## config.mk

```make
export PLATFORM = sky130hd
export DESIGN_NAME = memory_stage
export DESIGN_NICKNAME = d
export VERILOG_FILES = /design/src/cpu_pkg.sv /design/src/memory_stage.sv
export VERILOG_INCLUDE_DIRS = /design/src
export SDC_FILE = /design/constraint.sdc
export NUM_CORES = 1
export LEC_CHECK = 0
export BUFFER_PORTS_ARGS = -buffer_cell sky130_fd_sc_hd__buf_2
export CAP_MARGIN = 20
export CORE_ASPECT_RATIO = 1.25
export CORE_UTILIZATION = 40
export DETAILED_ROUTE_END_ITERATION = 7
export PLACE_DENSITY = 0.82
export SLEW_MARGIN = 20
export SYNTH_ARGS = -nofsm -noshare
export SYNTH_HDL_FRONTEND = slang
export SYNTH_SLANG_ARGS = --single-unit
```

## constraint.sdc

```tcl
create_clock -name clock -period 1.8 [get_ports clock]
set_clock_uncertainty 0.2 [all_clocks]
set_input_delay 0.09 -clock clock [delete_from_list [all_inputs] [get_ports clock]]
set_output_delay 0.09 -clock clock [all_outputs]
set_load 0.02 [all_outputs]
```

## src/riscv_consts.svh

```systemverilog
`ifndef RISCV_CONSTS_SVH
`define RISCV_CONSTS_SVH

// Major opcodes of the supported subset
`define OP_RTYPE   7'b0110011
`define OP_ITYPE   7'b0010011
`define OP_LUI     7'b0110111
`define OP_LOAD    7'b0000011
`define OP_STORE   7'b0100011
`define OP_BRANCH  7'b1100011
`define OP_JAL     7'b1101111

`define F3_ADD     3'b000
`define F3_SLT     3'b010
`define F3_XOR     3'b100
`define F3_OR      3'b110
`define F3_AND     3'b111
`define F3_LW      3'b010
`define F3_SW      3'b010
`define F3_BEQ     3'b000
`define F3_BNE     3'b001
`define F7_SUB     7'b0100000

`define RESET_PC   32'h0000_0000
`define DMEM_WORDS 256
`define DMEM_AW    8    // log2 of DMEM_WORDS
`define LED_BITS   6

`endif
```

## src/cpu_pkg.sv

```systemverilog
package cpu_pkg;

    // Data, address and instruction word
    typedef logic [31:0] word_t;

    typedef logic [4:0] reg_addr_t;

    typedef enum logic [2:0] {
        ALU_ADD,
        ALU_SUB,
        ALU_AND,
        ALU_OR,
        ALU_XOR,
        ALU_SLT,
        ALU_PASS_B    // LUI
    } alu_op_t;

    // Control transfer kind, resolved in execute
    typedef enum logic [1:0] {
        BR_NONE,
        BR_EQ,
        BR_NE,
        BR_JAL
    } branch_t;

endpackage

```

## src/memory_stage.sv

```systemverilog
`include "riscv_consts.svh"

module memory_stage (
    input  logic                 clock,
    input  logic                 arst_n,
    input  logic                 enable,
    input  logic                 ex_valid,
    input  cpu_pkg::word_t       ex_result,
    input  logic                 ex_mem_read,
    input  logic                 ex_reg_write,
    input  cpu_pkg::reg_addr_t   ex_rd,
    input  cpu_pkg::word_t       ram_rdata,
    output logic                 rf_write_enable,
    output cpu_pkg::reg_addr_t   rf_write_addr,
    output cpu_pkg::word_t       rf_write_data,
    output logic [`LED_BITS-1:0] led
);
    logic           wb_mem_read;
    cpu_pkg::word_t wb_result;

    always_ff @(posedge clock or negedge arst_n) begin
        if (!arst_n) begin
            rf_write_enable <= 1'b0;
            wb_mem_read     <= 1'b0;
        end else if (enable) begin
            // x0 targets retire silently
            rf_write_enable <= ex_valid && ex_reg_write && ex_rd != 5'd0;
            wb_mem_read     <= ex_mem_read;
        end
    end

    always_ff @(posedge clock) begin
        if (enable) begin
            rf_write_addr <= ex_rd;
            wb_result     <= ex_result;
        end
    end

    // Writeback select, RAM data lines up with MEM/WB
    assign rf_write_data = wb_mem_read ? ram_rdata : wb_result;

    always_ff @(posedge clock or negedge arst_n) begin
        if (!arst_n) begin
            led <= '0;
        end else if (enable && rf_write_enable) begin
            led <= rf_write_data[`LED_BITS-1:0];
        end
    end

endmodule

```

# --- After elaboration in Yosys (flattened, before gate mapping) ---
# Cells that the tools add are included.
word_totals:
  input_bits: 75
  register_bits: 45
  out_inout_bits: 44
classes:
  mux: 1
  reduce_logical: 4
ops:
  columns: ["operator", "n"]
  rows:
  - ["$mux 32", 1]
  - ["$reduce_bool 5->1", 1]
  - ["$logic_and 1x1->1", 3]

# --- Longest topological paths before layout ---
logic_depth:
  ltp_word: 2
  ltp_mapped: 4
  ltp_nobuf: 2

# --- Worst setup path after synthesis ---
# No wires, ideal clock.
synth_timing:
  path_type: "register -> register"
  startpoint: "register wb_mem_read"
  endpoint: "register led[5]"
  arrival_ns: 1.195
  path_stages_with_launch: 5
  synth_period_minus_slack_ns: 1.520
  path_slack_ns: 0.280
  setup_time_ns: 0.125
  path_cell_list: "dfrtp_1 -> buf_6 -> buf_8 -> mux2_4 -> mux2_4"
synth_via:
  elab_chain_cells: 1
synth_rtl:
  columns: ["element", "line", "text"]
  rows:
  - ["from (decl)", "memory_stage.sv:18", "logic wb_mem_read;"]
  - ["from (signal assigned)", "memory_stage.sv:28", "wb_mem_read <= ex_mem_read;"]
  - ["$mux 32", "memory_stage.sv:40", "assign rf_write_data = wb_mem_read ? ram_rdata : wb_result;"]
  - ["via rf_write_data[5]", "memory_stage.sv:15", "output cpu_pkg::word_t rf_write_data,"]
  - ["to (signal assigned)", "memory_stage.sv:46", "led <= rf_write_data[`LED_BITS-1:0];"]
  - ["to (decl)", "memory_stage.sv:16", "output logic [`LED_BITS-1:0] led"]
# The timed path passes the listed nets, and every way through them passes these cells.
# A chain may end at the register's enable or synchronous reset.

# --- Final worst setup path ---
layout_timing:
  startpoint: "register wb_mem_read"
  endpoint: "output rf_write_data[23]"
layout_via:
  elab_chain_cells: 1
layout_rtl:
  columns: ["element", "line"]
  rows:
  - ["$mux 32", "memory_stage.sv:40"]
  - ["to (decl)", "memory_stage.sv:15"]
# No other way between the ends.

==> flow_summary.yaml <==
global_routing:
  grt_max_degree: 42
  grt_use_met1: 0.208
  grt_antenna_before_repair: 0
  groute.layer.met2.usage: 0.365
  grt.busiest_layer: "met2"
  grt_first_pass_wirelength_um: 7320
  globalRouteTotalUtil: 0.198
  met3_usage: 0.0691
  first_global_vias: 1610
  globalRouteOverflowTotal: 0
sta:
  fmax_ghz: 0.581
  post-route-period-util: 0.956
  tns_ns: 0
  rsz0062_at_grt: "no"
  worst-slew-pin-transition_ns: 0.420
  finalSetupViolCount: 0
  timing.final.crit_period_ns: 1.72
  hold_ws_ns: 0.0978
  drv_slew: 0
  finalHoldViolations: 0
  worst_slew_margin_rel: 0.719
final_layout:
  postLayoutCoreUtil: 0.698
  area.growth.synth_to_final_pct: 66.8
  final_design_area_no_fill_um2: 3070
  final_cell_mix: "sky130_fd_sc_hd__buf_2 (118), sky130_fd_sc_hd__dlygate4sd3_1 (48), sky130_fd_sc_hd__mux2_2 (37), sky130_fd_sc_hd__edfxtp_1 (37), sky130_fd_sc_hd__dfrtp_1 (8)"
  layout_commonest_cell: "sky130_fd_sc_hd__buf_2"
  nets: 341
  antenna_fix_cells: 0
  proportion_of_layout_cells_with_a_drive_suffix_above_1: 0.618
logic_synthesis:
  yosysWarningCount: 0
  synth_top_area_cell: "sky130_fd_sc_hd__edfxtp_1"
  top_cell_type_s_share_of_synthesized_area: 0.604
  synth_fp_nets: 170
  synth_seq_area_share: 0.713
  synth_cell_types: 14
  syn_avg_cell_area_um2: 19.3
  synth_area_um2: 1840
  netlist_instances: 95
  synth.ff_latch_count: 45
  synth_top_cells_by_area: "sky130_fd_sc_hd__edfxtp_1 (60%), sky130_fd_sc_hd__mux2_2 (23%), sky130_fd_sc_hd__dfrtp_1 (11%)"
clock_tree:
  h-tree-depth: 2
  insertion_delay_ns: 0.28
  post_cts_resized: 0
  cts-buffers-inserted: 5
  tritoncts: "built"
  clock_tree.buffer_depth: 2
  tritoncts_num_sinks: 45
  postCtsHoldBufs: 48
  cts.root.buffer_cell: "sky130_fd_sc_hd__clkbuf_8"
  path_clk_slew_ns: 0.08
  postCtsSetupBuffers: 0
pwr:
  ir_worst_vdd_mv: 0.522
  leakage_power_nw: 1.36
  power-per-cell-area_nw_per_um2: 841
floorplanning:
  die_x_um: 62.6
  core_um2: 4390
  initial_utilization: 0.419
  die-height_um: 77.8
  die_area_um2: 4870
  floorplan.rows: 27
  boundaryPins: 119
routing:
  drc_viols: 0
  drt_pass1_iterations: 3
  drtAntennaViolNets: 0
  routed_wl_um: 4540
  initialDrtViolationCount: 41
  drt-wirelength-per-cell_um: 14.0
  route.vias.total: 1465
  vias_per_instance: 4.51
critical_path:
  worst-endpoint-arrival_ns: 1.43
  criticalPathCategory: "reg2out"
  worst-endpoint-required_ns: 1.51
  cp_cell_sequence: "buf_4 -> mux2_2 -> buf_2"
  crit_path_top_delay_cell: "sky130_fd_sc_hd__dfrtp_1"
  timing.critical_path.buf_inv: 2
  cpPeakStageDelay_ns: 0.39
  start_kind: "flop"
  endpoint_kind: "primary output"
  crit_family: "flip-flops"
  worst-path-max-fanout: 14
worst_hold_path:
  timing.hold.worst.class: "in2reg"
placed_design:
  place.port_buffers: 118
  post_dp_cell_area_um2: 2500
  gp_congestion: 0.769
  half_perimeter_wire_length_of_the_detailed_placement_result_um: 2870
run:
  maxCapViolations: 0
status:
  result_of_the_run: "completed"
[flip-flops by register name (all words and copies together) (netlist names)]
register         cells
led                  6
rf_write_enable      1
wb_result           32
rf_write_addr        5
wb_mem_read          1
[cell type report]
class	instances	area [um^2]
Timing Repair Buffer	169	1120
Fill cell	307	1330
Inverter	1	3.75
Sequential cell	45	1310
Multi-Input combinational cell	44	479
Tap cell	58	72.6
Clock buffer	8	80.1
[routing by layer]
layer,vias to the layer above,wire [um]
met1,650,1810
met2,101,2260
met4,0,49
met3,6,419
li1,708,-
met5,-,0
[path summary, 6_finish.rpt]
path | endpoint | startpoint | slack (ns) | depth (start not counted)
hold / removal | wb_result[3] | enable | 0.1 | 2
setup / recovery | rf_write_data[23] | wb_mem_read | 0.08 | 3
hold reg to reg | led[0] | led[0] | 0.31 | 1
min in group asynchronous | rf_write_enable | arst_n | 0.61 | 3
setup reg to reg | led[2] | wb_mem_read | 0.30 | 3
max in group asynchronous | led[5] | arst_n | 0.50 | 3
[Yosys cell counts]
cell,n
sky130_fd_sc_hd__edfxtp_1,37
sky130_fd_sc_hd__mux2_2,37
sky130_fd_sc_hd__dfrtp_1,8
sky130_fd_sc_hd__buf_2,2
sky130_fd_sc_hd__mux2_4,2
sky130_fd_sc_hd__a32oi_1,1
sky130_fd_sc_hd__and2_1,1
sky130_fd_sc_hd__buf_4,1
sky130_fd_sc_hd__buf_6,1
sky130_fd_sc_hd__buf_8,1
sky130_fd_sc_hd__inv_1,1
sky130_fd_sc_hd__nand2b_1,1
sky130_fd_sc_hd__nand3_1,1
sky130_fd_sc_hd__nor4_1,1
[power breakdown]
group          leakage (nW)  internal [mW]  switching, mW  total, mW
Clock                0.0395          0.276          0.306      0.582
Sequential            0.458           1.25         0.0438       1.29
Combinational         0.861          0.353          0.349      0.703
[cells by family after synthesis]
logic type | count (synthesis) | synth area share
AO/OA/AOI/OAI | 1 | 0.00477
buffers and inverters | 6 | 0.0259
flip-flops | 45 | 0.713
multiplexers | 39 | 0.243
AND/OR/NAND/NOR | 4 | 0.0129
[through the flow]
stage | instances | power [mW] | worst slack, ns
4_1_cts | 325 | 2.61 | 0.0536
5_1_grt | 325 | 2.71 | 0.0111
3_5_place_dp | 269 | 1.94 | 0.310
2_1_floorplan | 95 | 1.68 | 0.280
3_3_place_gp | 269 | 1.92 | 0.337
6_report | 325 | 2.58 | 0.0785
Power figures use the tool's default switching activity.
