**config.mk**
```make
export PLATFORM = sky130hd
export DESIGN_NAME = decode_stage
export DESIGN_NICKNAME = d
export VERILOG_FILES = /design/src/cpu_pkg.sv /design/src/decode_stage.sv
export VERILOG_INCLUDE_DIRS = /design/src
export SDC_FILE = /design/constraint.sdc
export NUM_CORES = 1
export LEC_CHECK = 0
export ABC_AREA = 1
export BUFFER_PORTS_ARGS = -buffer_cell sky130_fd_sc_hd__buf_2
export CORE_MARGIN = 1
export CORE_UTILIZATION = 40
export DETAILED_ROUTE_END_ITERATION = 6
export GPL_ROUTABILITY_DRIVEN = 0
export PLACE_DENSITY = 0.76
export SYNTH_ARGS = -nofsm -noshare
export SYNTH_HDL_FRONTEND = slang
export SYNTH_SLANG_ARGS = --single-unit
```
**constraint.sdc**
```tcl
create_clock -name clock -period 1.2 [get_ports clock]
set_input_delay 0.06 -clock clock [delete_from_list [all_inputs] [get_ports clock]]
set_output_delay 0.06 -clock clock [all_outputs]
set_load 0.005 [all_outputs]
```
**src/riscv_consts.svh**
```systemverilog
`ifndef RISCV_CONSTS_SVH
`define RISCV_CONSTS_SVH

// Major opcodes of the supported subset
`define OP_RTYPE   7'b0110011
`define OP_ITYPE   7'b0010011
`define OP_LUI     7'b0110111
`define OP_LOAD    7'b0000011
`define OP_STORE   7'b0100011
`define OP_BRANCH  7'b1100011
`define OP_JAL     7'b1101111

`define F3_ADD     3'b000
`define F3_SLT     3'b010
`define F3_XOR     3'b100
`define F3_OR      3'b110
`define F3_AND     3'b111
`define F3_LW      3'b010
`define F3_SW      3'b010
`define F3_BEQ     3'b000
`define F3_BNE     3'b001
`define F7_SUB     7'b0100000

`define RESET_PC   32'h0000_0000
`define DMEM_WORDS 256
`define DMEM_AW    8    // log2 of DMEM_WORDS
`define LED_BITS   6

`endif
```
**src/cpu_pkg.sv**
```systemverilog
package cpu_pkg;

    // Data, address and instruction word
    typedef logic [31:0] word_t;

    typedef logic [4:0] reg_addr_t;

    typedef enum logic [2:0] {
        ALU_ADD,
        ALU_SUB,
        ALU_AND,
        ALU_OR,
        ALU_XOR,
        ALU_SLT,
        ALU_PASS_B    // LUI
    } alu_op_t;

    // Control transfer kind, resolved in execute
    typedef enum logic [1:0] {
        BR_NONE,
        BR_EQ,
        BR_NE,
        BR_JAL
    } branch_t;

endpackage

```
**src/decode_stage.sv**
```systemverilog
`include "riscv_consts.svh"

module decode_stage (
    input  logic                 clock,
    input  logic                 arst_n,
    input  logic                 enable,
    input  cpu_pkg::word_t       if_pc,
    input  cpu_pkg::word_t       if_instr,
    input  logic                 if_valid,
    input  logic                 redirect,
    output cpu_pkg::reg_addr_t   rs1_addr,
    output cpu_pkg::reg_addr_t   rs2_addr,
    input  cpu_pkg::word_t       rs1_data,
    input  cpu_pkg::word_t       rs2_data,
    input  cpu_pkg::reg_addr_t   ex_rd,
    input  logic                 ex_reg_write,
    input  logic                 ex_mem_read,
    output logic                 stall,
    output logic                 id_valid,
    output cpu_pkg::word_t       id_pc,
    output cpu_pkg::reg_addr_t   id_rs1_addr,
    output cpu_pkg::reg_addr_t   id_rs2_addr,
    output cpu_pkg::word_t       id_rs1_data,
    output cpu_pkg::word_t       id_rs2_data,
    output cpu_pkg::word_t       id_imm,
    output cpu_pkg::alu_op_t     id_alu_op,
    output logic                 id_alu_src_imm,
    output logic                 id_mem_read,
    output logic                 id_mem_write,
    output logic                 id_reg_write,
    output cpu_pkg::reg_addr_t   id_rd,
    output cpu_pkg::branch_t     id_branch
);
    logic [6:0]       opcode;
    logic [2:0]       funct3;
    logic             f3_ok;
    cpu_pkg::alu_op_t f3_op;
    logic             use_rs1, use_rs2;
    cpu_pkg::word_t   imm;
    cpu_pkg::alu_op_t alu_op;
    cpu_pkg::branch_t branch;
    logic             alu_src_imm, mem_read, mem_write, reg_write;

    assign opcode = if_instr[6:0];
    assign funct3 = if_instr[14:12];

    // ALU ops shared by register and immediate forms
    always_comb begin
        f3_ok = 1'b1;
        case (funct3)
            `F3_ADD: f3_op = cpu_pkg::ALU_ADD;
            `F3_SLT: f3_op = cpu_pkg::ALU_SLT;
            `F3_XOR: f3_op = cpu_pkg::ALU_XOR;
            `F3_OR:  f3_op = cpu_pkg::ALU_OR;
            `F3_AND: f3_op = cpu_pkg::ALU_AND;
            default: begin
                f3_op = cpu_pkg::ALU_ADD;
                f3_ok = 1'b0;    // Shifts and SLTU are outside the subset
            end
        endcase
    end

    always_comb begin
        use_rs1     = 1'b0;
        use_rs2     = 1'b0;
        imm         = '0;
        alu_op      = cpu_pkg::ALU_ADD;
        branch      = cpu_pkg::BR_NONE;
        alu_src_imm = 1'b0;
        mem_read    = 1'b0;
        mem_write   = 1'b0;
        reg_write   = 1'b0;
        case (opcode)
            `OP_RTYPE: begin
                use_rs1   = f3_ok;
                use_rs2   = f3_ok;
                reg_write = f3_ok;
                alu_op    = (funct3 == `F3_ADD && if_instr[31:25] == `F7_SUB) ?
                            cpu_pkg::ALU_SUB : f3_op;
            end
            `OP_ITYPE: begin
                use_rs1     = f3_ok;
                reg_write   = f3_ok;
                alu_src_imm = 1'b1;
                alu_op      = f3_op;
                imm         = {{20{if_instr[31]}}, if_instr[31:20]};
            end
            `OP_LUI: begin
                reg_write   = 1'b1;
                alu_src_imm = 1'b1;
                alu_op      = cpu_pkg::ALU_PASS_B;
                imm         = {if_instr[31:12], 12'b0};
            end
            `OP_LOAD: if (funct3 == `F3_LW) begin
                use_rs1     = 1'b1;
                mem_read    = 1'b1;
                reg_write   = 1'b1;
                alu_src_imm = 1'b1;
                imm         = {{20{if_instr[31]}}, if_instr[31:20]};
            end
            `OP_STORE: if (funct3 == `F3_SW) begin
                use_rs1     = 1'b1;
                use_rs2     = 1'b1;    // Store data
                mem_write   = 1'b1;
                alu_src_imm = 1'b1;
                imm         = {{20{if_instr[31]}}, if_instr[31:25], if_instr[11:7]};
            end
            `OP_BRANCH: if (funct3 == `F3_BEQ || funct3 == `F3_BNE) begin
                use_rs1 = 1'b1;
                use_rs2 = 1'b1;
                branch  = (funct3 == `F3_BEQ) ? cpu_pkg::BR_EQ : cpu_pkg::BR_NE;
                imm     = {{19{if_instr[31]}}, if_instr[31], if_instr[7],
                           if_instr[30:25], if_instr[11:8], 1'b0};
            end
            `OP_JAL: begin
                reg_write = 1'b1;
                branch    = cpu_pkg::BR_JAL;
                imm       = {{11{if_instr[31]}}, if_instr[31], if_instr[19:12],
                             if_instr[20], if_instr[30:21], 1'b0};
            end
            default: ;    // NOP
        endcase
    end

    // Unused sources read as x0 so they never match a hazard
    assign rs1_addr = use_rs1 ? if_instr[19:15] : 5'd0;
    assign rs2_addr = use_rs2 ? if_instr[24:20] : 5'd0;

    // Load in ID/EX feeding the instruction in decode
    assign stall = if_valid && id_valid && id_mem_read && id_rd != 5'd0 &&
                   (id_rd == rs1_addr || id_rd == rs2_addr);

    always_ff @(posedge clock or negedge arst_n) begin
        if (!arst_n) begin
            id_valid       <= 1'b0;
            id_alu_op      <= cpu_pkg::ALU_ADD;
            id_alu_src_imm <= 1'b0;
            id_mem_read    <= 1'b0;
            id_mem_write   <= 1'b0;
            id_reg_write   <= 1'b0;
            id_branch      <= cpu_pkg::BR_NONE;
        end else if (enable) begin
            id_valid       <= if_valid && !stall && !redirect;    // Bubble otherwise
            id_alu_op      <= alu_op;
            id_alu_src_imm <= alu_src_imm;
            id_mem_read    <= mem_read;
            id_mem_write   <= mem_write;
            id_reg_write   <= reg_write;
            id_branch      <= branch;
        end
    end

    always_ff @(posedge clock) begin
        if (enable) begin
            id_pc       <= if_pc;
            id_rs1_addr <= rs1_addr;
            id_rs2_addr <= rs2_addr;
            id_rs1_data <= rs1_data;
            id_rs2_data <= rs2_data;
            id_imm      <= imm;
            id_rd       <= if_instr[11:7];
        end
    end

    a_stall_vs_flush: assert property (@(posedge clock) disable iff (!arst_n)
        !(stall && redirect));

    // Load result is never needed straight out of EX/MEM
    a_load_use_gap: assert property (@(posedge clock) disable iff (!arst_n)
        (ex_mem_read && ex_reg_write && ex_rd != 5'd0 && id_valid) |->
        (id_rs1_addr != ex_rd && id_rs2_addr != ex_rd));

endmodule

```
---- After elaboration in Yosys (flattened, before gate mapping) ----
Index checks and enable logic that the tools add are counted.
storage, ports and cells
  bits in registers ....................... 153
  input bits .............................. 140
  output and inout bits ................... 164
  word-level logic and storage cells ...... 68
cells by class
  equality and inequality tests ........... 15
  muxes and demuxes ....................... 21
  reduce and logical (&&, ||, !) cells .... 18
operators with widths
  operator                                             count
  one-hot mux 32 bit (6 select lines)                  1
  two-way mux 32 bit                                   3
  equality test 7 x 6 -> 1 bit, second input constant  4
  equality test 7 bit, second input constant           2
  one-hot mux 3 bit (4 select lines)                   1
  equality test 5 bit                                  2
  two-way mux 5 bit                                    2
  equality test 3 bit, second input constant           3
  one-hot mux 1 bit (3 select lines)                   3
  one-hot mux 3 bit (3 select lines)                   1
  OR reduction 2 bit                                   4
  equality test 7 x 2 -> 1 bit, second input constant  1
  equality test 7 x 5 -> 1 bit, second input constant  1
  logical AND 1 bit                                    7
  two-way mux 1 bit                                    5
  nonzero test 5 bit                                   1
  OR reduction 5 bit                                   1
  two-way mux 2 bit                                    2
  one-hot mux 2 bit (2 select lines)                   1
  equality test 3 x 1 -> 1 bit, second input constant  1
  equality test 3 x 2 -> 1 bit, second input constant  1
  zero test 3 bit                                      1
  two-way mux 3 bit                                    1
  zero test 1 bit                                      2
  2 further kinds                                      3

---- Depth between registers and ports, before layout ----
  word-level depth ........................ 11
  gate-level depth with buffers ........... 17
  gate-level depth less buffers ........... 17

---- Least setup slack after synthesis ----
Ideal clock, no wire load.
  kind .................................... input to register
  start ................................... input port if_instr[1]
  end ..................................... register id_valid
  setup time .............................. 0.116 ns
  arrival time ............................ 1.219 ns
  data required time ...................... 1.084 ns
  slack ................................... -0.135 ns
  cell stages on the path ................. 15
  path buffers ............................ 0
  cells stage by stage .................... nand2_1 inv_2 nand2_2 nor3_4 nor2_4 nand2_4 nand2_2 nand2_1 nand2_1 nor2_1 nand3_1 nand2_1 nand2_1 nand2_1 nand2_1
between the ends
  longest elaborated chain between the ends .. 10
  elaborated cells on any way between the ends .. 18
  those cells by class .................... eq/ne: 7; mux: 4; reduce/logical: 7
RTL lines
  element                                                     RTL line             source
  start: declaration                                          decode_stage.sv:8    input cpu_pkg::word_t if_instr,
  equality test 7 x 6 -> 1 bit, or another cell as far along  decode_stage.sv:73   case (opcode)
  OR reduction 2 bit (no source line)                         --
  one-hot mux 1 bit (3 select lines)                          decode_stage.sv:73
  two-way mux 5 bit                                           decode_stage.sv:126  assign rs1_addr = use_rs1 ? if_instr[19:15] : 5'd0;
  equality test 5 bit                                         decode_stage.sv:131  (id_rd == rs1_addr || id_rd == rs2_addr);
  logical OR 1 bit *                                          decode_stage.sv:131
  logical AND 1 bit *                                         decode_stage.sv:130  assign stall = if_valid && id_valid && id_mem_read && id_rd != 5'd0 &&
  zero test 1 bit *                                           decode_stage.sv:143  id_valid <= if_valid && !stall && !redirect;
  logical AND 1 bit * (2 in a row)                            decode_stage.sv:143
  end signal: assignment                                      decode_stage.sv:143
  end: declaration                                            decode_stage.sv:19   output logic id_valid,
Mark *: on every way between the ends. The rest lies on a longest branch, timed or not.
A chain may end at the register's enable or synchronous reset.

---- Worst setup path after layout ----
  start ................................... register id_rd[3]
  end ..................................... output port stall
between the ends
  longest elaborated chain between the ends .. 3
  elaborated cells on any way between the ends .. 6
  those cells by class .................... eq/ne: 2; reduce/logical: 4
RTL lines
  element                                                           RTL line                                  source
  start: declaration                                                decode_stage.sv:31                        output cpu_pkg::reg_addr_t id_rd,
  start signal: assignment                                          decode_stage.sv:161                       id_rd <= if_instr[11:7];
  equality test 5 bit / nonzero test 5 bit (equally long branches)  decode_stage.sv:131, decode_stage.sv:130
  logical OR 1 bit / logical AND 1 bit (equally long branches)      decode_stage.sv:131, decode_stage.sv:130
  logical AND 1 bit *                                               decode_stage.sv:130
  end: declaration                                                  decode_stage.sv:18                        output logic stall,
Marks and branches as above.

==> results.md <==
* Status: finished, violations left
* Hold Path End: id_valid
* CP required at 1.14 ns
* Die width at 121 um
* Worst Setup End Kind: primary output
* Hold Path Class: in2reg
* Synth warn at 0
* Clk root buf: clkbuf_16
* Routed WL per cell at 18.6 um
* Max Cap Viol at 0
* Slew Limit Fails at 0
* GRT overflow at 0
* Initial DRC count at 476
* H-tree levels at 4
* Final net count at 1013
* Commonest non-fill, non-tap cell in the layout: buf_2
* Leak Pwr at 0.00465 uW
* Count of different cell masters after synthesis at 28
* Starting Density at 40.9%
* First-pass GRT wire length at 28400 um
* Final Power at 13400 uW
* Most frequent cells in the layout: buf_2 (277), edfxtp_1 (143), dlygate4sd3_1 (113)
* Reg clk slew, reported paths at 0.06 ns
* Worst slew margin relative to its limit at 80.7%
* Worst setup margin at -0.473 ns
* ANT nets after route at 0
* Worst Hold Path Cells at 4
* Failing checks: negative setup slack
* Die Height at 121 um
* Worst-Skew Late Latency at 0.42 ns
* Core region area at 13800 um^2
* Kind of critical path: reg2out
* WL met3 at 1620 um
* Top sig layer: met4
* P_sw at 2900 uW
* Least-Margin Pin Slew at 0.288 ns
* Residual DRC at 0
* Total Routing Usage GR at 26.8%
* Vias in the first global route at 5209
* RSZ-0062 raised after global routing: true
* Power per Cell Area at 1330 nW/um^2
* Synth Net Count at 516
* Mapped Area at 5650 um^2
* Final Skew at 0.00879 ns
* Endpoint arrival time on the critical path at 1.61 ns
* Share of layout cells above drive strength 1 at 51.5%
* Int Power at 10500 uW
* Clk pwr share at 41.3%
* Maximum number of pins on one net before global-route repair at 58
* M1 WL at 6780 um
* Synth Register Bits at 153
* Tcrit/Tclk final at 139%
* Row Count at 43
* R2R setup slack at -0.40 ns
* Net Sw Frac at 21.6%
* Setup-failing EPs final at 16
* Sink Count at 153
* Hold wc startpoint: if_valid
* Worst reg2reg path startpoint: id_rd[3]
* CP max FO at 5
* Logic gate share of total power at 10.9%
* First-pass detailed-route iteration total at 5
* Worst Reg-to-Reg Cells at 12
* Max rail drop VDD at 1020 uV
* Vias at 5193
* Min Clock Period, post-route at 1.67 ns
* Die Footprint at 14600 um^2
* Avg Vias per Cell at 4.85
* Syn avg cell area at 15.0 um^2
* Sequential share of power at 47.7%
* Maximum clock rate at 598 MHz
* Area Overhead vs Synth at 78.1%
* Initial antenna violation count at 1
* Number of top-level pins at 304
* CTS Buf Count at 17
* WL met2 at 10900 um
* CTS tree: built
* Final hold vios at 0
* Final Util at 72.8%
* WL final at 19900 um
* Max clock buf depth at 2
* Synthesized instance count at 376
* Kind of start point of the critical path: flip-flop
* DPL Wire Length at 12600 um
* Reg2Reg Capture Point: id_valid
* Port Buffers at 296
* Sequential area share after synthesis at 80.4%
## flip-flops by register name (all words and copies together), names as in the netlist, 2 cells and up
| signal | cells |
|---|---|
| id_alu_op | 3 |
| id_branch | 2 |
| id_imm | 32 |
| id_pc | 32 |
| id_rd | 5 |
| id_rs1_addr | 5 |
| id_rs1_data | 32 |
| id_rs2_addr | 5 |
| id_rs2_data | 32 |
## how the worst max path moves through the flow
stage / start / to / depth (start not counted)
final: id_rd[3] / stall / 7
after detailed placement: if_instr[13] / stall / 14
after CTS: id_rd[3] / stall / 9
after global routing: id_rd[3] / stall / 7
after floorplan: if_instr[3] / id_valid / 14
after global placement: if_instr[6] / id_valid / 15
## per-stage QoR
step | cells | instance area (um^2) | setup TNS (ns) | hold slack (ns) | worst slack (ns)
after floorplan | 376 | 5680 | -0.123 | -0.236 | -0.104
after detailed placement | 898 | 7780 | -10.85 | -0.0695 | -0.405
final | 1070 | 10100 | -1.76 | 0.0180 | -0.473
after global routing | 1069 | 10100 | -2.86 | 0.0159 | -0.582
after global placement | 898 | 7780 | -8.36 | -0.0749 | -0.347
after CTS | 1056 | 9810 | -1.88 | 0.000947 | -0.487
## synth_stat cells
cell type	instances	area, um^2
clkbuf_1	2	7.51
xor2_1	2	17.5
nor2_4	3	33.8
nand3_2	2	20.0
o2111ai_1	2	17.5
a21oi_1	2	10.0
nor2_1	30	113
o21ai_0	17	85.1
o211a_1	1	10.0
inv_2	6	22.5
o41ai_4	1	27.5
nand2_4	2	22.5
buf_2	1	5.00
nand3_1	19	95.1
o211ai_1	13	97.6
nor3_4	1	16.3
nand4_1	2	12.5
nor3b_1	2	15.0
nand2_1	55	206
edfxtp_1	143	4290
nor2_2	2	12.5
buf_6	1	11.3
dfrtp_1	10	250
a31oi_1	2	12.5
a41oi_1	1	8.76
nand2_2	8	50.1
inv_1	43	161
nor3_1	3	15.0
## logic make-up (layout without fill, tap and decap cells)
group           count (synthesis)  in the layout  share of synthesized area (%)
buf+inv                        53            561                           3.68
compound gates                 39             39                           4.76
xor+xnor                        2              2                          0.310
simple gates                  129            131                           10.8
flops                         153            153                           80.4
other cells                     0              4                              0
## critical path: stages, from the launching register on
cell and delay, ns:
edfxtp_1 0.50, nor3_2 0.21, nand3_1 0.12, nand4_1 0.09, inv_1 0.06, nand2_2 0.08, inv_2 0.04, buf_6 0.10
## power groups by stage
| stage | Combinational [uW] | Sequential, uW | Clock (uW) |
|---|---|---|---|
| CTS | 1370 | 6370 | 5570 |
| global placement | 985 | 6460 | 0 |
| finish | 1470 | 6400 | 5540 |
| detailed placement | 1010 | 6480 | 0 |
| global route | 1580 | 6430 | 5840 |
| floorplan | 137 | 6510 | 0 |
## repair_timing
action | CTS | global route
hold buffers | 113 | 0
pin swaps | 23 | 27
setup endpoints to repair | 14 | 26
cloned | 2 | 1
setup buffers | 15 | 17
endpoints found under the hold margin | 141 | 0
resized for setup | 55 | 50
## final cells by class
type,count,area (um^2)
Antenna cell,4,10.0
Clock buffer,20,437
Clock inverter,12,173
Fill cell,903,3760
Inverter,49,223
Multi-Input combinational cell,172,1060
Sequential cell,153,4540
Tap cell,180,225
Timing Repair Buffer,479,3390
Timing Repair inverter,1,7.51
## metal layers
metal,up-vias,GRT usage (%)
met2,278,49.9
met1,2523,27.2
met3,54,8.98
met4,0,10.8
li1,2338,-
met5,-,0
Note: power is estimated with default switching activity, not from simulation.
