`config.mk`:
```
export PLATFORM = sky130hd
export DESIGN_NAME = fetch_stage
export DESIGN_NICKNAME = d
export VERILOG_FILES = /design/src/cpu_pkg.sv /design/src/fetch_stage.sv
export VERILOG_INCLUDE_DIRS = /design/src
export SDC_FILE = /design/constraint.sdc
export NUM_CORES = 1
export LEC_CHECK = 0
export ABC_AREA = 1
export BUFFER_PORTS_ARGS = -buffer_cell sky130_fd_sc_hd__buf_2
export CAP_MARGIN = 15
export CORE_UTILIZATION = 48
export DETAILED_ROUTE_END_ITERATION = 10
export PLACE_DENSITY = 0.75
export SYNTH_ARGS = -nofsm -noshare
export SYNTH_HDL_FRONTEND = slang
export SYNTH_SLANG_ARGS = --single-unit
```
`constraint.sdc`:
```
create_clock -name clock -period 2 [get_ports clock]
set_input_delay 0.3 -clock clock [delete_from_list [all_inputs] [get_ports clock]]
set_output_delay 0.3 -clock clock [all_outputs]
set_load 0.02 [all_outputs]
```
`src/riscv_consts.svh`:
```
`ifndef RISCV_CONSTS_SVH
`define RISCV_CONSTS_SVH

// Major opcodes of the supported subset
`define OP_RTYPE   7'b0110011
`define OP_ITYPE   7'b0010011
`define OP_LUI     7'b0110111
`define OP_LOAD    7'b0000011
`define OP_STORE   7'b0100011
`define OP_BRANCH  7'b1100011
`define OP_JAL     7'b1101111

`define F3_ADD     3'b000
`define F3_SLT     3'b010
`define F3_XOR     3'b100
`define F3_OR      3'b110
`define F3_AND     3'b111
`define F3_LW      3'b010
`define F3_SW      3'b010
`define F3_BEQ     3'b000
`define F3_BNE     3'b001
`define F7_SUB     7'b0100000

`define RESET_PC   32'h0000_0000
`define DMEM_WORDS 256
`define DMEM_AW    8    // log2 of DMEM_WORDS
`define LED_BITS   6

`endif
```
`src/cpu_pkg.sv`:
```
package cpu_pkg;

    // Data, address and instruction word
    typedef logic [31:0] word_t;

    typedef logic [4:0] reg_addr_t;

    typedef enum logic [2:0] {
        ALU_ADD,
        ALU_SUB,
        ALU_AND,
        ALU_OR,
        ALU_XOR,
        ALU_SLT,
        ALU_PASS_B    // LUI
    } alu_op_t;

    // Control transfer kind, resolved in execute
    typedef enum logic [1:0] {
        BR_NONE,
        BR_EQ,
        BR_NE,
        BR_JAL
    } branch_t;

endpackage

```
`src/fetch_stage.sv`:
```
`include "riscv_consts.svh"

module fetch_stage (
    input  logic           clock,
    input  logic           arst_n,
    input  logic           enable,
    input  logic           stall,
    input  logic           redirect,
    input  cpu_pkg::word_t redirect_pc,
    output cpu_pkg::word_t rom_address,
    input  cpu_pkg::word_t rom_data,
    output cpu_pkg::word_t if_pc,
    output cpu_pkg::word_t if_instr,
    output logic           if_valid
);
    cpu_pkg::word_t pc;

    assign rom_address = pc;    // ROM answers in the same cycle

    always_ff @(posedge clock or negedge arst_n) begin
        if (!arst_n) begin
            pc       <= `RESET_PC;
            if_valid <= 1'b0;
        end else if (enable) begin
            if (redirect) begin
                pc       <= redirect_pc;
                if_valid <= 1'b0;    // Wrong-path fetch dropped
            end else if (!stall) begin
                pc       <= pc + 32'd4;
                if_valid <= 1'b1;
            end
        end
    end

    always_ff @(posedge clock) begin
        if (enable && !stall) begin
            if_pc    <= pc;
            if_instr <= rom_data;
        end
    end

    a_pc_aligned: assert property (@(posedge clock) disable iff (!arst_n)
        pc[1:0] == 2'b00);

endmodule

```
## After elaboration in Yosys (flattened, before gate mapping)

Cells that the tools add are included.

| cells by class | value |
|---|---|
| add/sub/neg operators | 1 |
| multiply operators | 0 |
| div/mod/pow operators | 0 |
| order comparisons | 0 |
| equal/unequal tests | 1 |
| shift-type cells | 0 |
| muxes and demuxes | 4 |
| bitwise operators | 0 |
| reductions and logical operators | 3 |

Operators by type and width:

| kind | count |
|---|---|
| 2-to-1 mux 32 bit | 2 |
| adder 32 x 3 -> 32 bit (second input constant) | 1 |
| 2-to-1 mux 1 bit | 2 |
| != test 2 x 1 -> 1 bit (second input constant) | 1 |
| AND reduction 2 bit | 1 |
| logical AND 1 bit | 1 |
| zero test 1 bit | 1 |

| storage, ports and cells | value |
|---|---|
| flip-flop bits (word level) | 97 |
| latch bits | 0 |
| memory bits (writable) | 0 |
| ROM bits | 0 |
| output and inout bits | 97 |
| word-level logic and storage cells | 13 |
| memories | 0 |

## Longest topological paths before layout

Gate-level depths: netlist of run 1.

| depth | value |
|---|---|
| depth in word-level cells | 3 |
| mapped depth | 10 |
| mapped depth without buffers | 10 |

## Least setup slack after synthesis of run 1

Ideal clock, no wire load.

| path | value |
|---|---|
| kind | in2reg |
| start | input enable |
| end | register pc[29], in the netlist rom_address[29] |
| arrival | 2.956 ns |
| required time | 1.933 ns |
| slack | -1.023 ns |
| cell stages on the path | 7 |
| path through | inv_1 > nor2_2 > nand2_1 > inv_2 > buf_2 > nand3_1 > nand2_1 |

| between the ends | value |
|---|---|
| word-level cells in the longest chain between the ends | 1 |

Ends and longest elaborated chain:

| what | RTL line | RTL |
|---|---|---|
| start: declaration | fetch_stage.sv:6 | `input logic enable,` |
| AND reduction 2 bit (no source line) | -- |  |
| end signal: assignment | fetch_stage.sv:22 | `` pc <= `RESET_PC; `` |
| end signal: assignment | fetch_stage.sv:26 | `pc <= redirect_pc;` |
| end signal: assignment | fetch_stage.sv:29 | `pc <= pc + 32'd4;` |
| end: declaration | fetch_stage.sv:16 | `cpu_pkg::word_t pc;` |

No other way between the ends.
A chain may end at the register's enable or synchronous reset.

## Worst setup path in the final report of run 1

| path | value |
|---|---|
| start | register pc[2], in the netlist rom_address[2] |
| end | register pc[28], in the netlist rom_address[28] |

| between the ends | value |
|---|---|
| word-level cells in the longest chain between the ends | 3 |

Ends and longest elaborated chain:

| what | RTL line | RTL |
|---|---|---|
| adder 32 x 3 -> 32 bit | fetch_stage.sv:29 |  |
| 2-to-1 mux 32 bit | fetch_stage.sv:28 | `end else if (!stall) begin` |
| 2-to-1 mux 32 bit | fetch_stage.sv:25 | `if (redirect) begin` |

No other way between the ends. The select of a mux whose other input is x is not followed.

==> results by group, run 1 <==
Run status
  – Outcome: completed

Clocking
  – Root buffer selected by CTS: sky130_fd_sc_hd__clkbuf_8
  – Clk_lat worst skew: 0.37 ns
  – Number of hold-repair buffers added at the cts stage: 0
  – Number of buffers added for setup after CTS: 0
  – Clk slew on worst S/H paths: around 0.10 ns
  – Post-cts repair resize count: 0
  – H-Tree Level Count: 3
  – CTS Sinks: 97
  – CTS tree: built
  – Cts bufs inserted: 9
  – Clock buffer depth: 2

Placed design
  – RePlAce Congestion: 0.8740
  – Final HPWL DP: approximately 7700 um
  – Number of port buffers: 165
  – Number of placed instances with taps included: 664
  – Worst slack at placement: around 0.36 ns

Power and ir drop
  – Largest voltage drop on the vdd net: 0.0004002 V
  – Net switching power: 1.461 mW
  – Int Pwr: about 3.2 mW
  – Power per unit of standard cell area: 863.4 mW/mm2
  – Share of total power consumed by net switching: 31.58%
  – Proportion of power drawn by combinational gates: 18.0%
  – Leakage component of the power: 2.480 nW
  – Power share of the clock group: 27.0%
  – Flop pwr share: between 50% and 60%

Routing
  – Number of DRC violations after detailed routing: 0
  – Count of antenna-violating nets left after detailed routing: 0
  – Number of DRC violations after detailed-routing iteration 0: 140
  – Detailed Routing Iterations Pass 1: 4
  – Met2 wirelength from detailed routing: 4846 um
  – Via-per-instance ratio: 5.106
  – Detailed-route wire length: 10460 um
  – Uppermost routed layer: met4
  – Mean routed wirelength per cell: ~15 um
  – Routed met3 length: 828 um
  – Met1 routed wirelength after detailed routing: roughly 4700 um
  – Total via count in the routed design: 3472

Finish
  – Number of nets in the layout: 640
  – Share of cells above drive strength 1: a little over a third
  – Area growth, synth to finish: 28.13%
  – Count of inserted antenna diode cells: 0
  – Fin util: about 64%
  – Count of non-filler cells in the finished layout: 680
  – Layout fillers: 707

Global route
  – Maximum number of pins on one net before global-route repair: 40
  – GRT overflow: 0
  – GRT Resource Usage Total: 23.73%
  – Wire length of the first global-routing pass: 15990 um
  – Initial antenna violation count: 0
  – Number of global-route vias before repair: 3239

Logic synthesis
  – Sequential share of the synthesized area: 65.71%
  – EDFF count, synth: 64
  – Top cell type's share of synthesized area: 45.96%
  – Dominant register cell in the synthesized netlist: sky130_fd_sc_hd__edfxtp_1
  – Commonest cells in the netlist: sky130_fd_sc_hd__nand2_1, sky130_fd_sc_hd__edfxtp_1, sky130_fd_sc_hd__nor2_1, sky130_fd_sc_hd__dfrtp_1, sky130_fd_sc_hd__a22oi_1
  – Post-synth net total: 466
  – Synthesized instance count: approximately 400
  – Yosys top cell by area: sky130_fd_sc_hd__edfxtp_1
  – Mean post-synth cell area: 10.56 um2
  – Dominant cells by area after synthesis: sky130_fd_sc_hd__edfxtp_1, sky130_fd_sc_hd__dfrtp_1, sky130_fd_sc_hd__nand2_1, sky130_fd_sc_hd__a22oi_1, sky130_fd_sc_hd__nor2_1
  – Count of state elements after synthesis: slightly below 100
  – Synthesized cell area: 0.004182 mm2
  – Number of synthesis warnings: 0
  – Number of distinct library cells after synthesis: 25
  – Proportion of register bits with asynchronous set or reset after synthesis: 34.02%
  – Most frequent cell after synthesis: sky130_fd_sc_hd__nand2_1

Worst hold path
  – Path type of the worst min-delay path: primary input to asynchronous set/reset pin

Timing
  – Final worst-path cycle share: 81.80%
  – Hold violation total from the final report: 0
  – Final-layout setup total negative slack: 0 ns
  – Final number of setup-violating endpoints: 0
  – Final Skew: between 0.01 and 0.015 ns
  – Final period demand of the worst path: 1.636 ns
  – Max-slew violation count: 0
  – Max transition margin: 47.20%
  – Tightest Pin Transition: 0.7920 ns
  – Hold Slack: 0.007718 ns
  – RSZ-0062 raised after global routing: no
  – Min setup slack post-route: 0.3641 ns
  – Highest Clock Rate: a little over 0.6 GHz

Die
  – Die Wd: 95.34 um
  – Standard cell core area: 0.008341 mm2
  – Height of the die: ~95 um
  – Top-level port count: 166
  – Placement Rows: 33
  – Starting Density: about half
  – Total Die Area: between 0.009 and 0.01 mm2

Critical path
  – Worst setup slack for register-to-register paths: about 0.36 ns
  – Crit end category: register
  – CP required: 2.26 ns
  – Largest fanout on the critical path: 8
  – Endpoint arrival time on the critical path: between 1.5 and 2 ns
  – Startpoint-to-endpoint class of the critical path: register to register
  – Worst Setup Start Kind: register

Flow run
  – Count of max-cap constraint violations: 0
==> sequential cells by signal, summed over array words and instances (netlist names) <==
register,flops
if_instr,32
if_pc,32
if_valid,1
rom_address,32
==> cells in the final DEF (no fill, tap or decap) <==
cell / instances
sky130_fd_sc_hd__o21bai_1: 1
sky130_fd_sc_hd__nand2_1: 130
sky130_fd_sc_hd__buf_2: 165
sky130_fd_sc_hd__buf_4: 6
sky130_fd_sc_hd__xor2_1: 8
sky130_fd_sc_hd__nand3_2: 1
sky130_fd_sc_hd__o21ai_0: 11
sky130_fd_sc_hd__nor2_1: 45
sky130_fd_sc_hd__clkbuf_8: 10
sky130_fd_sc_hd__ha_1: 1
sky130_fd_sc_hd__clkinvlp_4: 1
sky130_fd_sc_hd__inv_6: 2
sky130_fd_sc_hd__inv_8: 2
sky130_fd_sc_hd__nor3_1: 1
sky130_fd_sc_hd__nand4_1: 2
sky130_fd_sc_hd__nand2_4: 1
sky130_fd_sc_hd__inv_2: 3
sky130_fd_sc_hd__dfrtp_1: 33
sky130_fd_sc_hd__a21oi_1: 1
sky130_fd_sc_hd__o21ai_1: 1
sky130_fd_sc_hd__nand3_1: 4
sky130_fd_sc_hd__inv_1: 24
sky130_fd_sc_hd__xnor2_1: 3
sky130_fd_sc_hd__nand3b_1: 11
sky130_fd_sc_hd__edfxtp_1: 64
sky130_fd_sc_hd__clkinv_4: 1
sky130_fd_sc_hd__nor2_2: 4
sky130_fd_sc_hd__nand2_2: 3
sky130_fd_sc_hd__o31ai_1: 1
sky130_fd_sc_hd__a22oi_1: 30
sky130_fd_sc_hd__nor2_4: 5
==> cells by family after synthesis <==
logic type               count (synthesis)  share of synthesized area, %
AO/OA/AOI/OAI                           45                         7.301
adder cells (fa/ha/maj)                  1                        0.2992
AND/OR/NAND/NOR                        207                         21.18
buffers and inverters                   35                         3.202
flip-flops                              97                         65.71
XOR/XNOR                                11                         2.304
==> through the flow <==
stage	area (um2)	power, mW
6_report	5358	4.626
3_3_place_gp	5164	3.406
4_1_cts	5358	4.666
5_1_grt	5358	4.840
3_5_place_dp	5164	3.427
2_1_floorplan	4207	3.052
==> power by group through the flow <==
stage / sequential [mW] / combinational, mW / clock [mW]
6_report: 2.55 / 0.831 / 1.25
5_1_grt: 2.58 / 0.911 / 1.35
4_1_cts: 2.55 / 0.840 / 1.28
3_5_place_dp: 2.59 / 0.837 / 0
3_3_place_gp: 2.58 / 0.826 / 0
2_1_floorplan: 2.78 / 0.272 / 0
==> worst max-delay path, stage by stage, from the launching register on <==
cell	delay, ns
sky130_fd_sc_hd__dfrtp_1	0.47
sky130_fd_sc_hd__ha_1	0.20
sky130_fd_sc_hd__nand2_1	0.12
sky130_fd_sc_hd__nor2_4	0.15
sky130_fd_sc_hd__nand3b_1	0.21
sky130_fd_sc_hd__inv_1	0.13
sky130_fd_sc_hd__nand2_1	0.06
sky130_fd_sc_hd__nand2_1	0.05
sky130_fd_sc_hd__nand2_1	0.05
sky130_fd_sc_hd__nand2_1	0.05
sky130_fd_sc_hd__nand2_1	0.05
==> metal layers <==
metal / GRT usage, % / vias to the layer above
li1: - / 1680
met1: 31.94 / 1639
met2: 38.63 / 144
met3: 5.821 / 9
met4: 5.682 / 0
met5: 0 / -
==> worst paths after layout <==
kind	cells past startpoint	end	from
max	10	rom_address[28]$_DFFE_PN0N_	rom_address[2]$_DFFE_PN0N_
min	1	rom_address[29]$_DFFE_PN0N_	arst_n
max reg2reg	10	rom_address[28]$_DFFE_PN0N_	rom_address[2]$_DFFE_PN0N_
min reg2reg	0	if_pc[1]$_DFFE_PP_	rom_address[1]$_DFFE_PN0P_
max in group asynchronous	1	rom_address[23]$_DFFE_PN0N_	arst_n
min in group clock	1	if_instr[3]$_DFFE_PP_	rom_data[3]
==> cell type report <==
class | instances | area (um2) | share of cell area [%]
Clock buffer | 10 | 137.6 | 2.569
Sequential cell | 97 | 2748 | 51.28
Multi-Input combinational cell | 264 | 1313 | 24.50
Clock inverter | 6 | 56.30 | 1.051
Inverter | 27 | 101.3 | 1.892
Tap cell | 105 | 131.4 | 2.452
Timing Repair Buffer | 171 | 870.8 | 16.25
No activity file was read; power rests on OpenSTA's default activity.
==> run 2, diff against run 1 <==
Settings changed: ABC_AREA 1 to 0, PLACE_DENSITY 0.75 to 0.76.
Clock period 2 ns to 1.55 ns, I/O delays scaled along.
==> run 2 against run 1 <==
The run now ends with setup timing left. Largest power group unchanged. Critical path depth decreased by 5. Worst hold slack gained 0.0087 ns. Largest cell class unchanged. Critical endpoint is now rom_address[31]$_DFFE_PN0N_. Global-route usage up 2.6 points. Synthesized area down 3.0%. Sequential cell count did not move.
==> results by group, run 2 <==
Run status
  – Violations in the final reports: setup timing
  – Outcome: finished, violations left (was completed)

Critical path
  – CP cell instances: nand3_4 > or4_4 > nor4_4 > mux2i_1 > o21ai_1 (was ha_1 > nand2_1 > nor2_4 > nand3b_1 > inv_1 > nand2_1 > nand2_1 > nand2_1 > nand2_1 > nand2_1)
  – Largest fanout on the critical path: 5 (was 8)
  – Endpoint arrival time on the critical path: 2.00 ns (was 1.90 ns)
  – CP required: 1.80 ns (was 2.26 ns)
  – Slowest cell on the critical path: sky130_fd_sc_hd__or4_4 (was sky130_fd_sc_hd__dfrtp_1)
  – Worst Setup Start Kind: register (unchanged)
  – Delay of the slowest critical-path stage: 0.59 ns (was 0.47 ns)
  – Crit end category: register (unchanged)
  – Startpoint-to-endpoint class of the critical path: register to register (unchanged)

Global route
  – Wire length of the first global-routing pass: 17260 um (was 15990 um)
  – GRT Resource Usage Total: 26.34% (was 23.73%)
  – GRT overflow: 0 (unchanged)
  – Number of global-route vias before repair: 3448 (was 3239)
  – Initial antenna violation count: 0 (unchanged)
  – Maximum number of pins on one net before global-route repair: 40 (unchanged)

Placed design
  – Cell area after placement: 0.005589 mm2 (was 0.005164 mm2)
  – Worst slack at placement: -0.2547 ns (was 0.3579 ns)
  – RePlAce Congestion: 0.9169 (was 0.8740)
  – Number of port buffers: 165 (unchanged)
  – Final HPWL DP: 7979 um (was 7658 um)

Finish
  – Fin util: 76.17% (was 64.24%)
  – Commonest cells after routing, fill and taps aside: sky130_fd_sc_hd__buf_2, sky130_fd_sc_hd__buf_4, sky130_fd_sc_hd__edfxtp_1, sky130_fd_sc_hd__nand2_1 (was sky130_fd_sc_hd__buf_2, sky130_fd_sc_hd__nand2_1, sky130_fd_sc_hd__edfxtp_1, sky130_fd_sc_hd__nor2_1, sky130_fd_sc_hd__dfrtp_1)
  – Number of nets in the layout: 628 (was 640)
  – Leading cell type in the layout, fill and taps excluded: sky130_fd_sc_hd__buf_2 (unchanged)
  – Area growth, synth to finish: 54.24% (was 28.13%)
  – Count of inserted antenna diode cells: 0 (unchanged)
  – Design area: 0.006259 mm2 (was 0.005358 mm2)
  – Share of cells above drive strength 1: 60.92% (was 35.48%)

Timing
  – Final period demand of the worst path: 1.753 ns (was 1.636 ns)
  – Tightest Pin Transition: 0.4540 ns (was 0.7920 ns)
  – Highest Clock Rate: 0.5705 GHz (was 0.6113 GHz)
  – RSZ-0062 raised after global routing: yes (was no)
  – Max-slew violation count: 0 (unchanged)
  – Final Skew: 0.02033 ns (was 0.01366 ns)
  – Hold violation total from the final report: 0 (unchanged)
  – Final worst-path cycle share: 113.1% (was 81.80%)
  – Max transition margin: 69.73% (was 47.20%)
  – Hold Slack: 0.01638 ns (was 0.007718 ns)
  – Final number of setup-violating endpoints: 14 (was 0)
  – Min setup slack post-route: -0.2028 ns (was 0.3641 ns)

Logic synthesis
  – Commonest cells in the netlist: sky130_fd_sc_hd__edfxtp_1, sky130_fd_sc_hd__dfrtp_1, sky130_fd_sc_hd__nand2_1, sky130_fd_sc_hd__a21oi_1, sky130_fd_sc_hd__o21ai_0 (was sky130_fd_sc_hd__nand2_1, sky130_fd_sc_hd__edfxtp_1, sky130_fd_sc_hd__nor2_1, sky130_fd_sc_hd__dfrtp_1, sky130_fd_sc_hd__a22oi_1)
  – Top cell type's share of synthesized area: 47.36% (was 45.96%)
  – Dominant register cell in the synthesized netlist: sky130_fd_sc_hd__edfxtp_1 (unchanged)
  – Proportion of register bits with asynchronous set or reset after synthesis: 34.02% (unchanged)
  – Multiplexer share of the synthesized area: 0.7709% (was 0%)
  – Number of synthesis warnings: 0 (unchanged)
  – Mean post-synth cell area: 12.96 um2 (was 10.56 um2)
  – Dominant cells by area after synthesis: sky130_fd_sc_hd__edfxtp_1, sky130_fd_sc_hd__dfrtp_1, sky130_fd_sc_hd__a21oi_1, sky130_fd_sc_hd__o21ai_0, sky130_fd_sc_hd__nand2_1 (was sky130_fd_sc_hd__edfxtp_1, sky130_fd_sc_hd__dfrtp_1, sky130_fd_sc_hd__nand2_1, sky130_fd_sc_hd__a22oi_1, sky130_fd_sc_hd__nor2_1)
  – Post-synth net total: 383 (was 466)
  – Xor/xnor share of the synthesized area: 1.079% (was 2.304%)
  – Synthesized cell area: 0.004058 mm2 (was 0.004182 mm2)
  – EDFF count, synth: 64 (unchanged)
  – Dominant combinational cell family by area after synthesis: compound AO/OA/AOI/OAI gates (was simple AND/OR/NAND/NOR gates)
  – Number of distinct library cells after synthesis: 52 (was 25)
  – Yosys top cell by area: sky130_fd_sc_hd__edfxtp_1 (unchanged)
  – Compound-cell area share of the yosys netlist: 13.88% (was 7.301%)
  – Most frequent cell after synthesis: sky130_fd_sc_hd__edfxtp_1 (was sky130_fd_sc_hd__nand2_1)
  – Adder-cell share of the synthesized area: 0.3084% (was 0.2992%)
  – Synthesized instance count: 313 (was 396)
  – Synthesized-area fraction occupied by and/or/nand/nor cells: 13.51% (was 21.18%)
  – Count of state elements after synthesis: 97 (unchanged)
  – Sequential share of the synthesized area: 67.72% (was 65.71%)

Routing
  – Number of DRC violations after detailed routing: 0 (unchanged)
  – Mean routed wirelength per cell: 18.17 um (was 15.38 um)
  – Count of antenna-violating nets left after detailed routing: 0 (unchanged)
  – Number of DRC violations after detailed-routing iteration 0: 237 (was 140)
  – Total via count in the routed design: 3825 (was 3472)
  – Detailed Routing Iterations Pass 1: 5 (was 4)
  – Via-per-instance ratio: 5.726 (was 5.106)
  – Detailed-route wire length: 12140 um (was 10460 um)

Clocking
  – Cts bufs inserted: 9 (unchanged)
  – Clock buffer depth: 2 (unchanged)
  – CTS Sinks: 97 (unchanged)
  – Root buffer selected by CTS: sky130_fd_sc_hd__clkbuf_8 (unchanged)
  – H-Tree Level Count: 3 (unchanged)
  – Clk slew on worst S/H paths: 0.11 ns (was 0.10 ns)
  – Clk_lat worst skew: 0.38 ns (was 0.37 ns)
  – CTS tree: built (unchanged)

Power and ir drop
  – Total chip power: 6.396 mW (was 4.626 mW)
  – Leakage component of the power: 2.704 nW (was 2.480 nW)
  – Largest voltage drop on the vdd net: 0.0006435 V (was 0.0004002 V)
  – Power per unit of standard cell area: 1022 mW/mm2 (was 863.4 mW/mm2)

Worst hold path
  – Path type of the worst min-delay path: primary input to register (was primary input to asynchronous set/reset pin)

Die
  – Total Die Area: 0.008825 mm2 (was 0.009089 mm2)
  – Placement Rows: 33 (unchanged)
  – Standard cell core area: 0.008217 mm2 (was 0.008341 mm2)
  – Starting Density: 49.38% (was 50.14%)
  – Top-level port count: 166 (unchanged)
  – Die Wd: 93.94 um (was 95.34 um)
  – Height of the die: 93.94 um (was 95.34 um)

Flow run
  – Count of max-cap constraint violations: 0 (unchanged)
-- run 2: critical path: cells and delay by family, from the launching register on --
family | cells | cell delay (ns)
flops | 1 | 0.40
mux | 1 | 0.25
compound gates | 1 | 0.09
simple gates | 3 | 0.89
-- run 2: timing repair --
| item | CTS | global route |
|---|---|---|
| endpoints found under the setup margin | 20 | 24 |
| setup buffers | 7 | 14 |
| gates resized for setup | 23 | 47 |
| hold endpoints to repair | 33 | 0 |
| hold buffers | 1 | 0 |
| pin swaps | 6 | 36 |
-- run 2: kinds of logic (layout without fill, tap and decap cells) --
| group | after synthesis | after routing |
|---|---|---|
| DFF | 97 | 97 |
| buffers and inverters | 21 | 271 |
| AOI/OAI and AO/OA | 88 | 88 |
| adders and majority gates | 1 | 1 |
| and+or+nand+nor | 98 | 98 |
| xor gates and xnor gates | 5 | 5 |
| muxes | 3 | 3 |
-- run 2: cell type report --
cell class / instances / area (um2)
clock buffer: 9 / 123.9
clock inverter: 7 / 60.06
fill: 498 / 1958
inverter: 3 / 23.77
multi-input combinational: 195 / 1579
sequential: 97 / 2769
tap: 105 / 131.4
timing repair buffer: 252 / 1572
-- run 2: worst paths after layout --
kind | from | endpoint | slack, ns | cells past startpoint
worst max-delay path | rom_address[11]$_DFFE_PN0N_ | rom_address[31]$_DFFE_PN0N_ | -0.20 | 5
worst min-delay path | rom_data[3] | if_instr[3]$_DFFE_PP_ | 0.02 | 1
worst max register to register | rom_address[11]$_DFFE_PN0N_ | rom_address[31]$_DFFE_PN0N_ | -0.20 | 5
worst min register to register | rom_address[1]$_DFFE_PN0P_ | if_pc[1]$_DFFE_PP_ | 0.50 | 0
max in group asynchronous | arst_n | rom_address[2]$_DFFE_PN0N_ | 0.78 | 3
min in group asynchronous | arst_n | if_valid$_DFFE_PN0N_ | 0.41 | 3
-- run 2: routing by layer --
layer | global-route usage, % | vias to the layer above | share of wire (%)
li1 | - | 1724 | -
met1 | 33.10 | 1845 | 40
met2 | 43.86 | 224 | 50
met3 | 6.715 | 32 | 8.2
met4 | 9.744 | 0 | 2.3
met5 | 0 | - | 0
-- run 2: metrics by stage --
step	std cells	setup TNS [ns]
final	668	-1.357
after global routing	668	-2.480
after CTS	656	-1.292
after detailed placement	633	-1.864
after global placement	633	-1.061
after floorplan	313	-21.23
-- run 2: report_power, final --
group / switching, mW / internal (mW)
Combinational: 0.938 / 0.678
Clock: 0.964 / 0.614
Sequential: 0.160 / 3.04
Total: 2.06 / 4.33
==> run 3, diff against run 2 <==
Settings changed: CELL_PAD_IN_SITES_DETAIL_PLACEMENT set to 1, CELL_PAD_IN_SITES_GLOBAL_PLACEMENT set to 1, CORE_UTILIZATION 48 to 37.
==> run 3 against run 2 <==
The run still ends with setup timing left. Total power increased by 4.0%. Clock skew decreased by 0.0071 ns. Routed wire length increased by 26%. Clock-buffer cell count unchanged. Clock power increased by 12%. Critical path depth unchanged. First-iteration DRC count increased by 10%. Via count increased by 0.94%. Non-clock buffer count increased by 3. Sequential power about the same.
==> results by group, run 3 (same netlist as run 2, synthesis figures left out) <==
Clocking
  – Root buffer selected by CTS: sky130_fd_sc_hd__clkbuf_8 (unchanged)
  – Cts bufs inserted: 9 (unchanged)
  – CTS tree: built (unchanged)
  – Clk slew on worst S/H paths: 0.11 ns (about the same)
  – Clock buffer depth: 2 (unchanged)
  – Clk_lat worst skew: 0.38 ns (about the same)
  – H-Tree Level Count: 3 (unchanged)
  – CTS Sinks: 97 (unchanged)

Timing
  – Final Skew: 0.01322 ns (was 0.02033 ns)
  – Hold violation total from the final report: 0 (unchanged)
  – Hold Slack: 0.01371 ns (was 0.01638 ns)
  – RSZ-0062 raised after global routing: yes (unchanged)
  – Final-layout setup total negative slack: -3.674 ns (was -1.357 ns)
  – Final worst-path cycle share: 127.4% (was 113.1%)
  – Tightest Pin Transition: 0.4600 ns (was 0.4540 ns)
  – Max transition margin: 69.33% (was 69.73%)
  – Final period demand of the worst path: 1.974 ns (was 1.753 ns)
  – Min setup slack post-route: -0.4241 ns (was -0.2028 ns)
  – Max-slew violation count: 0 (unchanged)
  – Final number of setup-violating endpoints: 23 (was 14)
  – Highest Clock Rate: 0.5066 GHz (was 0.5705 GHz)

Critical path
  – Critical path endpoint: rom_address[31]$_DFFE_PN0N_ (unchanged)
  – CP required: 1.79 ns (was 1.80 ns)
  – Worst Setup Start Kind: register (unchanged)
  – Worst flop-to-flop path endpoint: rom_address[31]$_DFFE_PN0N_ (unchanged)
  – Number of cell instances on the worst register-to-register path: 5 (unchanged)
  – Startpoint-to-endpoint class of the critical path: register to register (unchanged)
  – Reg-to-Reg Start: rom_address[12]$_DFFE_PN0N_ (was rom_address[11]$_DFFE_PN0N_)
  – Crit end category: register (unchanged)
  – Largest fanout on the critical path: 4 (was 5)
  – Endpoint arrival time on the critical path: 2.22 ns (was 2.00 ns)
  – Worst setup slack for register-to-register paths: -0.42 ns (was -0.20 ns)
  – Critical path startpoint: rom_address[12]$_DFFE_PN0N_ (was rom_address[11]$_DFFE_PN0N_)

Finish
  – Count of non-filler cells in the finished layout: 702 (was 668)
  – Share of cells above drive strength 1: 61.31% (was 60.92%)
  – Multi-input combinational cell area: 0.001573 mm2 (was 0.001579 mm2)
  – Commonest cells after routing, fill and taps aside: sky130_fd_sc_hd__buf_2, sky130_fd_sc_hd__buf_4, sky130_fd_sc_hd__edfxtp_1, sky130_fd_sc_hd__nand2_1 (unchanged)
  – Layout fillers: 1134 (was 498)
  – Leading cell type in the layout, fill and taps excluded: sky130_fd_sc_hd__buf_2 (unchanged)
  – Storage element area: 0.002769 mm2 (unchanged)
  – Area growth, synth to finish: 56.46% (was 54.24%)
  – Count of inserted antenna diode cells: 0 (unchanged)
  – Number of nets in the layout: 631 (was 628)

Die
  – Total Die Area: 0.01139 mm2 (was 0.008825 mm2)
  – Starting Density: 38.78% (was 49.38%)
  – Placement Rows: 37 (was 33)
  – Die Wd: 106.7 um (was 93.94 um)
  – Top-level port count: 166 (unchanged)
  – Height of the die: 106.7 um (was 93.94 um)
  – Standard cell core area: 0.01046 mm2 (was 0.008217 mm2)

Routing
  – Detailed Routing Iterations Pass 1: 5 (unchanged)
  – Total via count in the routed design: 3861 (was 3825)
  – Detailed-route wire length: 15320 um (was 12140 um)
  – Count of antenna-violating nets left after detailed routing: 0 (unchanged)
  – Number of DRC violations after detailed-routing iteration 0: 261 (was 237)
  – Via-per-instance ratio: 5.500 (was 5.726)
  – Mean routed wirelength per cell: 21.82 um (was 18.17 um)
  – Number of DRC violations after detailed routing: 0 (unchanged)

Global route
  – Initial antenna violation count: 0 (unchanged)
  – GRT overflow: 0 (unchanged)
  – Number of global-route vias before repair: 3894 (was 3448)
  – Maximum number of pins on one net before global-route repair: 52 (was 40)
  – Wire length of the first global-routing pass: 21370 um (was 17260 um)
  – GRT Resource Usage Total: 25.01% (was 26.34%)

Placed design
  – RePlAce Congestion: 0.8196 (was 0.9169)
  – Final HPWL DP: 9979 um (was 7979 um)
  – Worst slack at placement: -0.2779 ns (was -0.2547 ns)
  – Number of port buffers: 165 (unchanged)
  – Number of placed instances with taps included: 669 (was 633)

Worst hold path
  – Path type of the worst min-delay path: primary input to register (unchanged)

Power and ir drop
  – Leakage component of the power: 2.724 nW (was 2.704 nW)
  – Power per unit of standard cell area: 1048 mW/mm2 (was 1022 mW/mm2)
  – Largest voltage drop on the vdd net: 0.0004335 V (was 0.0006435 V)

Run status
  – Violations in the final reports: setup timing (unchanged)
  – Outcome: finished, violations left (unchanged)

Flow run
  – Count of max-cap constraint violations: 0 (unchanged)
## run 3: layer usage
metal	up-vias	GRT usage (%)	wire length (um)
met5	-	0	0
met4	0	6.556	414
met3	40	6.444	961
met2	191	43.18	7805
met1	1913	31.11	6134
li1	1717	-	-
## run 3: worst min-delay path by stage
stage | end | cells after the start | slack, ns | start
global route | if_instr[29]$_DFFE_PP_ | 1 | 0.002 | rom_data[29]
finish | if_instr[29]$_DFFE_PP_ | 1 | 0.01 | rom_data[29]
global placement | rom_address[0]$_DFFE_PN0P_ | 2 | 0.29 | arst_n
floorplan | if_valid$_DFFE_PN0N_ | 0 | -0.06 | arst_n
CTS | if_instr[25]$_DFFE_PP_ | 1 | 0.01 | rom_data[25]
detailed placement | rom_address[1]$_DFFE_PN0P_ | 2 | 0.31 | arst_n
## run 3: report_power, final
| group | total (mW) | internal (mW) | switching [mW] |
|---|---|---|---|
| Clock | 1.77 | 0.775 | 0.994 |
| Sequential | 3.22 | 3.04 | 0.177 |
| Combinational | 1.67 | 0.674 | 0.992 |
| Total | 6.65 | 4.49 | 2.16 |
## run 3: cell type report
cell class / instances / area share, %
Multi-Input combinational cell: 195 / 24.77
Timing Repair Buffer: 255 / 25.29
Clock buffer: 9 / 1.951
Sequential cell: 97 / 43.61
Inverter: 3 / 0.3745
Tap cell: 136 / 2.680
Clock inverter: 7 / 1.320
## run 3: through the flow
stage | util [%] | cell area [um2] | power (mW)
5_1_grt | 60.68 | 6349 | 6.873
4_1_cts | 57.46 | 6012 | 6.501
3_5_place_dp | 54.15 | 5665 | 4.728
6_report | 60.68 | 6349 | 6.655
2_1_floorplan | - | 4204 | 3.971
3_3_place_gp | 54.15 | 5665 | 4.657
## run 3: critical path, stage by stage, from the launching register on
cell                      delay [ns]
sky130_fd_sc_hd__dfrtp_2        0.42
sky130_fd_sc_hd__nand3_4        0.11
sky130_fd_sc_hd__or4_4          0.57
sky130_fd_sc_hd__nor4_4         0.30
sky130_fd_sc_hd__mux2i_1        0.30
sky130_fd_sc_hd__o21ai_1        0.13
## run 3: repair_timing
item                                    CTS  global route
hold buffers                              1             0
resized for setup                        18            53
setup buffers                             5            13
endpoints found under the setup margin   23            26
endpoints found under the hold margin    33             0
pin swaps                                 8            26
